## config.mk

```make
export PLATFORM = sky130hd
export DESIGN_NAME = hilo_unit
export DESIGN_NICKNAME = d
export VERILOG_FILES = /design/src/design/cpu_types_pkg.sv /design/src/design/muldiv_pkg.sv /design/src/design/div_fsm.sv /design/src/design/div_counter.sv /design/src/design/div_datapath.sv /design/src/design/muldiv_ex.sv /design/src/design/hilo_pipe.sv /design/src/design/hilo_regs.sv /design/src/design/hilo_unit.sv
export SDC_FILE = /design/constraint.sdc
export NUM_CORES = 2
export LEC_CHECK = 0
export ABC_AREA = 1
export BUFFER_PORTS_ARGS = -buffer_cell sky130_fd_sc_hd__buf_2
export CAP_MARGIN = 20
export CORE_MARGIN = 5
export CORE_UTILIZATION = 35
export DETAILED_ROUTE_END_ITERATION = 7
export SYNTH_ARGS = -nofsm -noshare
export SYNTH_HDL_FRONTEND = slang
export SYNTH_HIERARCHICAL = 1
export SYNTH_SLANG_ARGS = --single-unit
```

## constraint.sdc

```tcl
create_clock -name clk -period 22.5 [get_ports clk]
set_input_delay 2.25 -clock clk [delete_from_list [all_inputs] [get_ports clk]]
set_output_delay 2.25 -clock clk [all_outputs]
set_load 0.03 [all_outputs]
```

## src/design/cpu_types_pkg.sv

```systemverilog
package cpu_types_pkg;

    typedef logic [31:0] word_t;    // One data word
    typedef logic [63:0] dword_t;   // Full product or HI:LO pair

    // Write request toward HI/LO, one enable per half
    typedef struct packed {
        logic  hi_we;               // Write HI
        logic  lo_we;               // Write LO
        word_t hi;                  // New HI value
        word_t lo;                  // New LO value
    } hilo_wr_t;

endpackage

```

## src/design/muldiv_pkg.sv

```systemverilog
package muldiv_pkg;

    // Execute-stage HI/LO operations
    typedef enum logic [2:0] {
        op_mthi  = 3'd0,            // HI <- rs
        op_mtlo  = 3'd1,            // LO <- rs
        op_mult  = 3'd2,            // Signed product
        op_multu = 3'd3,            // Unsigned product
        op_div   = 3'd4,            // Signed divide
        op_divu  = 3'd5             // Unsigned divide
    } hilo_op_t;

    // Iterative divider control
    typedef enum logic [1:0] {
        div_idle = 2'd0,            // Waiting for start
        div_run  = 2'd1,            // Shift-subtract steps
        div_done = 2'd2             // Result valid, one cycle
    } div_state_t;

endpackage

```

## src/design/div_fsm.sv

```systemverilog
`timescale 1ns/1ps

module div_fsm (
    input  logic clk,
    input  logic rst_n_i,
    input  logic start_i,           // Divide accepted last cycle
    input  logic cnt_last_i,        // Final iteration running
    output logic cnt_clr_o,
    output logic cnt_en_o,
    output logic dp_load_o,
    output logic dp_step_o,
    output logic busy_o,
    output logic done_o
);

    muldiv_pkg::div_state_t state_q;
    muldiv_pkg::div_state_t state_d;

    always_comb begin
        state_d = state_q;
        case (state_q)
            muldiv_pkg::div_idle: if (start_i) state_d = muldiv_pkg::div_run;
            muldiv_pkg::div_run:  if (cnt_last_i) state_d = muldiv_pkg::div_done;
            muldiv_pkg::div_done: state_d = muldiv_pkg::div_idle; // Single cycle
            default:              state_d = muldiv_pkg::div_idle;
        endcase
    end

    always_ff @(posedge clk) begin
        if (!rst_n_i) begin
            state_q <= muldiv_pkg::div_idle;
        end else begin
            state_q <= state_d;
        end
    end

    assign dp_load_o = (state_q == muldiv_pkg::div_idle) && start_i; // Latch operands
    assign cnt_clr_o = (state_q == muldiv_pkg::div_idle) && start_i;
    assign dp_step_o = (state_q == muldiv_pkg::div_run);
    assign cnt_en_o  = (state_q == muldiv_pkg::div_run) && !cnt_last_i; // Hold at last
    assign done_o    = (state_q == muldiv_pkg::div_done);
    // Busy covers the start cycle too, so no new strobe sneaks in
    assign busy_o    = start_i || (state_q != muldiv_pkg::div_idle);

    // Busy drops together with the done pulse
    a_done_pulse: assert property (@(posedge clk) disable iff (!rst_n_i)
        done_o |=> (!done_o && !busy_o))
        else $error("done_o or busy_o still high after the done cycle");

    // Execute stage must respect busy before starting a divide
    a_start_idle: assert property (@(posedge clk) disable iff (!rst_n_i)
        start_i |-> state_q == muldiv_pkg::div_idle)
        else $error("divide started while divider busy");

endmodule

```

## src/design/div_counter.sv

```systemverilog
`timescale 1ns/1ps

module div_counter #(
    parameter int DIV_ITER = 32     // Iterations per divide
) (
    input  logic clk,
    input  logic rst_n_i,
    input  logic cnt_clr_i,         // Restart at zero
    input  logic cnt_en_i,          // Advance one step
    output logic cnt_last_o         // Final iteration
);

    // One spare code above the last count so an overrun is visible
    localparam int CNT_W = $clog2(DIV_ITER + 1);
    localparam logic [CNT_W-1:0] LAST = CNT_W'(DIV_ITER - 1);

    logic [CNT_W-1:0] cnt_q;

    always_ff @(posedge clk) begin
        if (!rst_n_i || cnt_clr_i) begin
            cnt_q <= '0;
        end else if (cnt_en_i) begin
            cnt_q <= cnt_q + 1'b1;
        end
    end

    assign cnt_last_o = (cnt_q == LAST);

    // FSM must stop enabling once the last step is flagged
    a_cnt_range: assert property (@(posedge clk) disable iff (!rst_n_i)
        cnt_q <= LAST)
        else $error("divider count past last iteration");

endmodule

```

## src/design/div_datapath.sv

```systemverilog
`timescale 1ns/1ps

module div_datapath #(
    parameter int DIV_ITER = 32     // Bits of quotient, one per step
) (
    input  logic                 clk,
    input  logic                 rst_n_i,
    input  logic                 load_i,        // Capture operands
    input  logic                 step_i,        // One shift-subtract
    input  logic                 signed_i,      // Two's complement operands
    input  cpu_types_pkg::word_t dividend_i,
    input  cpu_types_pkg::word_t divisor_i,
    output cpu_types_pkg::word_t quot_o,
    output cpu_types_pkg::word_t rem_o
);

    logic [DIV_ITER-1:0] quo_q;     // Dividend bits shift out, quotient bits in
    logic [DIV_ITER-1:0] dvs_q;     // Divisor magnitude
    logic [DIV_ITER-1:0] rem_q;     // Partial remainder
    logic                q_neg_q;   // Negate quotient at output
    logic                r_neg_q;   // Remainder follows dividend sign
    logic                a_neg;
    logic                b_neg;
    logic [DIV_ITER-1:0] a_mag;
    logic [DIV_ITER-1:0] b_mag;
    logic [DIV_ITER:0]   rem_sh;
    logic [DIV_ITER:0]   trial;

    assign a_neg  = signed_i & dividend_i[DIV_ITER-1];
    assign b_neg  = signed_i & divisor_i[DIV_ITER-1];
    assign a_mag  = a_neg ? -dividend_i[DIV_ITER-1:0] : dividend_i[DIV_ITER-1:0];
    assign b_mag  = b_neg ? -divisor_i[DIV_ITER-1:0] : divisor_i[DIV_ITER-1:0];

    assign rem_sh = {rem_q, quo_q[DIV_ITER-1]};    // Bring down next bit
    assign trial  = rem_sh - {1'b0, dvs_q};        // MSB set means borrow

    always_ff @(posedge clk) begin
        if (load_i) begin
            quo_q <= a_mag;
            dvs_q <= b_mag;
            rem_q <= '0;
        end else if (step_i) begin
            quo_q <= {quo_q[DIV_ITER-2:0], ~trial[DIV_ITER]};
            rem_q <= trial[DIV_ITER] ? rem_sh[DIV_ITER-1:0] : trial[DIV_ITER-1:0]; // Restore
        end
    end

    always_ff @(posedge clk) begin
        if (!rst_n_i) begin
            q_neg_q <= 1'b0;
            r_neg_q <= 1'b0;
        end else if (load_i) begin
            q_neg_q <= a_neg ^ b_neg;
            r_neg_q <= a_neg;
        end
    end

    // Quotient truncates toward zero and a zero divisor yields all ones
    assign quot_o = q_neg_q ? -quo_q : quo_q;
    assign rem_o  = r_neg_q ? -rem_q : rem_q;

endmodule

```

## src/design/muldiv_ex.sv

```systemverilog
`timescale 1ns/1ps

module muldiv_ex (
    input  logic                   clk,
    input  logic                   rst_n_i,
    input  logic                   ex_valid_i,   // Instruction strobe
    input  muldiv_pkg::hilo_op_t   ex_op_i,
    input  cpu_types_pkg::word_t   rs_i,
    input  cpu_types_pkg::word_t   rt_i,
    input  logic                   busy_i,       // Divider occupied
    input  logic                   div_done_i,   // Divider result valid
    input  cpu_types_pkg::word_t   quot_i,
    input  cpu_types_pkg::word_t   rem_i,
    output logic                   div_start_o,
    output logic                   div_signed_o,
    output cpu_types_pkg::word_t   div_a_o,
    output cpu_types_pkg::word_t   div_b_o,
    output cpu_types_pkg::hilo_wr_t ex_wr_o
);

    localparam int W = $bits(cpu_types_pkg::word_t);

    logic                  accept;   // Strobe taken this cycle
    logic                  is_div;
    logic                  sext;     // Sign-extend multiplier operands
    cpu_types_pkg::dword_t mul_a;
    cpu_types_pkg::dword_t mul_b;
    cpu_types_pkg::dword_t prod;

    assign accept = ex_valid_i && !busy_i;    // Strobes dropped while busy
    assign is_div = (ex_op_i == muldiv_pkg::op_div) || (ex_op_i == muldiv_pkg::op_divu);
    assign sext   = (ex_op_i == muldiv_pkg::op_mult);

    // Low 64 bits of the extended product are right for both signs
    assign mul_a = {{W{sext & rs_i[W-1]}}, rs_i};
    assign mul_b = {{W{sext & rt_i[W-1]}}, rt_i};
    assign prod  = mul_a * mul_b;

    always_ff @(posedge clk) begin
        if (!rst_n_i) begin
            div_start_o <= 1'b0;
        end else begin
            div_start_o <= accept && is_div;  // One-cycle pulse
        end
    end

    always_ff @(posedge clk) begin
        if (accept && is_div) begin
            div_a_o      <= rs_i;
            div_b_o      <= rt_i;
            div_signed_o <= (ex_op_i == muldiv_pkg::op_div);
        end
    end

    always_comb begin
        ex_wr_o = '0;
        if (div_done_i) begin                 // Strobes blocked while busy
            ex_wr_o = '{hi_we: 1'b1, lo_we: 1'b1, hi: rem_i, lo: quot_i};
        end else if (accept) begin
            case (ex_op_i)
                muldiv_pkg::op_mthi: ex_wr_o = '{hi_we: 1'b1, lo_we: 1'b0, hi: rs_i, lo: '0};
                muldiv_pkg::op_mtlo: ex_wr_o = '{hi_we: 1'b0, lo_we: 1'b1, hi: '0, lo: rs_i};
                muldiv_pkg::op_mult,
                muldiv_pkg::op_multu:
                    ex_wr_o = '{hi_we: 1'b1, lo_we: 1'b1, hi: prod[2*W-1:W], lo: prod[W-1:0]};
                default: ex_wr_o = '0;        // Divides write later
            endcase
        end
    end

endmodule

```

## src/design/hilo_pipe.sv

```systemverilog
`timescale 1ns/1ps

module hilo_pipe (
    input  logic                    clk,
    input  logic                    rst_n_i,
    input  cpu_types_pkg::hilo_wr_t ex_wr_i,    // From execute
    output cpu_types_pkg::hilo_wr_t mem_wr_o,   // MEM stage
    output cpu_types_pkg::hilo_wr_t wb_wr_o     // WB stage
);

    cpu_types_pkg::hilo_wr_t mem_q;
    cpu_types_pkg::hilo_wr_t wb_q;

    always_ff @(posedge clk) begin
        mem_q <= ex_wr_i;
        wb_q  <= mem_q;
        if (!rst_n_i) begin                     // Drop pending writes
            mem_q.hi_we <= 1'b0;
            mem_q.lo_we <= 1'b0;
            wb_q.hi_we  <= 1'b0;
            wb_q.lo_we  <= 1'b0;
        end
    end

    assign mem_wr_o = mem_q;
    assign wb_wr_o  = wb_q;

endmodule

```

## src/design/hilo_regs.sv

```systemverilog
`timescale 1ns/1ps

module hilo_regs (
    input  logic                    clk,
    input  logic                    rst_n_i,
    input  cpu_types_pkg::hilo_wr_t mem_wr_i,   // Youngest pending write
    input  cpu_types_pkg::hilo_wr_t wb_wr_i,    // Committing this cycle
    output cpu_types_pkg::word_t    hi_o,
    output cpu_types_pkg::word_t    lo_o
);

    cpu_types_pkg::word_t hi_q;   // Architectural HI
    cpu_types_pkg::word_t lo_q;   // Architectural LO

    always_ff @(posedge clk) begin
        if (!rst_n_i) begin
            hi_q <= '0;
            lo_q <= '0;
        end else begin
            if (wb_wr_i.hi_we) begin
                hi_q <= wb_wr_i.hi;
            end
            if (wb_wr_i.lo_we) begin
                lo_q <= wb_wr_i.lo;
            end
        end
    end

    // Reader in execute is younger than both stages, so MEM beats WB
    always_comb begin
        if (mem_wr_i.hi_we) begin
            hi_o = mem_wr_i.hi;
        end else if (wb_wr_i.hi_we) begin
            hi_o = wb_wr_i.hi;        // Not yet in hi_q
        end else begin
            hi_o = hi_q;
        end
    end

    always_comb begin
        if (mem_wr_i.lo_we) begin
            lo_o = mem_wr_i.lo;
        end else if (wb_wr_i.lo_we) begin
            lo_o = wb_wr_i.lo;
        end else begin
            lo_o = lo_q;
        end
    end

endmodule

```

## src/design/hilo_unit.sv

```systemverilog
`timescale 1ns/1ps

module hilo_unit #(
    parameter int DIV_ITER = 32     // Matches word width
) (
    input  logic                 clk,
    input  logic                 rst_n_i,
    input  logic                 ex_valid_i,
    input  muldiv_pkg::hilo_op_t ex_op_i,
    input  cpu_types_pkg::word_t rs_i,
    input  cpu_types_pkg::word_t rt_i,
    output cpu_types_pkg::word_t hi_o,
    output cpu_types_pkg::word_t lo_o,
    output logic                 busy_o,
    output logic                 done_o
);

    cpu_types_pkg::hilo_wr_t ex_wr;
    cpu_types_pkg::hilo_wr_t mem_wr;
    cpu_types_pkg::hilo_wr_t wb_wr;
    cpu_types_pkg::word_t    div_a;
    cpu_types_pkg::word_t    div_b;
    cpu_types_pkg::word_t    quot;
    cpu_types_pkg::word_t    rem;
    logic div_start;
    logic div_signed;
    logic cnt_clr;
    logic cnt_en;
    logic cnt_last;
    logic dp_load;
    logic dp_step;

    muldiv_ex u_ex (
        .clk, .rst_n_i, .ex_valid_i, .ex_op_i, .rs_i, .rt_i,
        .busy_i(busy_o), .div_done_i(done_o), .quot_i(quot), .rem_i(rem),
        .div_start_o(div_start), .div_signed_o(div_signed),
        .div_a_o(div_a), .div_b_o(div_b), .ex_wr_o(ex_wr)
    );

    div_fsm u_fsm (
        .clk, .rst_n_i, .start_i(div_start), .cnt_last_i(cnt_last),
        .cnt_clr_o(cnt_clr), .cnt_en_o(cnt_en), .dp_load_o(dp_load),
        .dp_step_o(dp_step), .busy_o, .done_o
    );

    div_counter #(.DIV_ITER(DIV_ITER)) u_cnt (
        .clk, .rst_n_i, .cnt_clr_i(cnt_clr), .cnt_en_i(cnt_en), .cnt_last_o(cnt_last)
    );

    div_datapath #(.DIV_ITER(DIV_ITER)) u_dp (
        .clk, .rst_n_i, .load_i(dp_load), .step_i(dp_step), .signed_i(div_signed),
        .dividend_i(div_a), .divisor_i(div_b), .quot_o(quot), .rem_o(rem)
    );

    hilo_pipe u_pipe (
        .clk, .rst_n_i, .ex_wr_i(ex_wr), .mem_wr_o(mem_wr), .wb_wr_o(wb_wr)
    );

    hilo_regs u_regs (
        .clk, .rst_n_i, .mem_wr_i(mem_wr), .wb_wr_i(wb_wr), .hi_o, .lo_o
    );

endmodule

```

==> results.txt <==
Status = completed
Detailed-route via count = 49500
Min Tclk post-route = 10.36 ns
WL/cell = 19.0 um
Top Layer Used = met5
Synthesized Nets = 9414
Clk buf depth = 3
Setup TNS = 0 ns
Clock sinks = 368
CP endpoint kind = register
Hold Path Depth = 0
CP Max Fanout = 30
RSZ-0062 raised after global routing = false
Worst Tran Pin Value = 1.10 ns
Crit Reg-Reg Startpoint = u_ex/div_signed_o
Worst reg-to-reg path cell count = 7
Clock Pin Slew Worst Setup and Hold Paths = 0.07 ns
Hold Violations, Final = 0
Hold Startpoint = u_pipe/mem_wr_o[10]
Vias in the first global route = 51900
Normalized max-slew margin = 26.1%
GR Util All Layers = 21.4%
Routed length on met3 = 11.1 mm
First-pass GRT wire length = 300 mm
Yosys top cell area share = 37.6%
Critical Path Start Type = primary input
Postcts setup bufs = 0
Worst skew pair latency = 0.57 ns
F_max = 0.0965 GHz
Initial antenna violation count = 17
CP arrival = 10.78 ns
Drt total wl = 194 mm
Area contributors post-synth = fa_1, nand2_1, inv_1, dfxtp_1, edfxtp_1
Residual DRC = 0
Cell taking the most area after synthesis = fa_1
Post-Route M1 WL = 80.2 mm
Num rows = 151
CTS Hold Bufs = 0
Number of port buffers = 135
Post-synth EDFFs = 129
Skew final = 0.0339 ns
Die area = 180000 sq um
Number of synthesized register bits = 368
Critical-path top delay cell = fa_1
GPL Wtd Cong = 0.983
DR vias/cell = 4.87
PostCTS Resize Cnt = 0
Starting Density = 35.3%
Prevailing post-synth register cell = dfxtp_1
Worst Hold End = u_pipe/wb_wr_o[10]
Area Growth Syn to Fin = 6.82%
Share of cells above drive strength 1 = 4.71%
Req. time, crit path = 22.92 ns
Mean Syn Cell Area = 7.52 sq um
DR iter-0 viols = 3333
Mapped Cells = 7969
Met2 Wirelength = 95.9 mm
Yosys Warn Count = 6
Fillers = 17600
Post-Syn Area = 59900 sq um
H-tree depth = 2
Hold Crit Class = register to register
Dpl hpwl = 154 mm
Nets = 9353
Reg2reg setup slack = 19.55 ns
Critical Path Max Stage Delay = 1.02 ns
I/O pin total = 136
Max Slew Vio Count = 0
Synth async-reset ratio = 0%
ANT nets after route = 0
Worst r2r dst = u_dp/quo_q[16]
Die Width = 424 um
Crit-path most repeated cell = fa_1
GRT Residual Overflow = 0
Synth cell types = 50
Fin crit share = 46.0%
CTS tree = done
Largest net degree at the start of global routing = 68
Setup-failing EPs final = 0
Post-synthesis sequential area ratio = 14.4%
Total CTS buffers = 38
Die Ht = 424 um
Crit Path Class = primary input to register
Max-Cap Viols = 0
Core Area = 170000 sq um
Drt pass-1 iters = 6
Root Driver = clkbuf_16
## state kept, by name (all words and copies together), names as in the netlist, 2 cells and up
signal,flops
u_ex/div_b_o,32
u_dp/dvs_q,32
u_pipe/wb_wr_o,66
u_regs/lo_q,32
u_dp/quo_q,32
u_fsm/state_q,2
u_regs/hi_q,32
u_dp/rem_q,32
u_ex/div_a_o,32
u_cnt/cnt_q,6
u_pipe/mem_wr_o,66
## Yosys cell counts, drive strengths merged (4+ instances only)
library cell  number
nand2           2539
inv             2067
fa              1126
nor2             418
clkbuf           268
nand3            266
ha               249
dfxtp            239
o21ai            156
a21oi            130
edfxtp           129
xor2              89
nor3              54
buf               50
nand4             38
xnor2             32
or2               19
o21bai            17
a21o              13
nand3b             9
a22o               8
a31oi              8
and2               8
nor4               6
a22oi              5
a21boi             4
a32o               4
o31ai              4
## routing by layer
layer / GRT usage, % / vias to the layer above
met4: 6.09 / 8
met5: 0 / -
li1: - / 22700
met2: 38.3 / 1561
met3: 2.40 / 345
met1: 27.5 / 24800
## area by class of cell
class | count | area (sq um) | share of cell area [%]
flip-flops and latches | 368 | 8660 | 13.5
diodes | 13 | 32.5 | 0.0508
well taps | 2218 | 2780 | 4.33
inverters | 2070 | 7770 | 12.1
multi-input cells | 5213 | 42200 | 65.9
repair buffers | 217 | 1330 | 2.08
clock buffers | 50 | 1080 | 1.68
clock inverters | 19 | 205 | 0.320
## layout by cell type (no fill, tap or decap), drive strengths merged, types with 17 or more instances in the layout
master	instances
xnor2	32
nor2	418
inv	2071
nand3	266
nor3	54
edfxtp	129
o21ai	156
clkbuf	50
or2	19
o21bai	17
nand2	2539
ha	249
dfxtp	239
nand4	38
buf	217
a21oi	130
fa	1126
xor2	89
## per-stage QoR
step / setup WS [ns] / util, % / instance area, sq um / instances / hold WS, ns
2_1_floorplan: 13.08 / - / 59900 / 7969 / 0.331
3_3_place_gp: 11.75 / 36.9 / 62700 / 10100 / 0.336
3_5_place_dp: 11.61 / 36.9 / 62700 / 10100 / 0.338
4_1_cts: 12.18 / 37.6 / 63900 / 10200 / 0.339
5_1_grt: 11.71 / 37.7 / 64000 / 10200 / 0.351
6_report: 12.14 / 37.7 / 64000 / 10200 / 0.346
## critical path: cells and delay by family
family	cells	cell delay [ns]
buffers and inverters	8	1.08
adder cells (fa/ha/maj)	9	5.10
AND/OR/NAND/NOR	15	2.27
## cells by family after synthesis
family | count (synthesis) | synth area share (%)
AO/OA/AOI/OAI | 358 | 3.35
flip-flops | 368 | 14.4
adder cells (fa/ha/maj) | 1375 | 42.8
AND/OR/NAND/NOR | 3359 | 22.4
buffers and inverters | 2388 | 15.2
XOR/XNOR | 121 | 1.77
## worst max path at each step
stage | start | end | slack, ns | depth (start not counted)
after CTS | ex_op_i[2] | u_pipe/mem_wr_o[50] | 12.18 | 32
after detailed placement | ex_op_i[2] | u_pipe/mem_wr_o[50] | 11.61 | 32
after global placement | ex_op_i[2] | u_pipe/mem_wr_o[50] | 11.75 | 32
after global routing | ex_op_i[2] | u_pipe/mem_wr_o[50] | 11.71 | 32
after floorplan | ex_op_i[2] | u_pipe/mem_wr_o[59] | 13.08 | 33
final | ex_op_i[2] | u_pipe/mem_wr_o[50] | 12.14 | 32
Power is not shown: default switching activity piles up to over one toggle a cycle in this logic, so the estimate is an artifact.
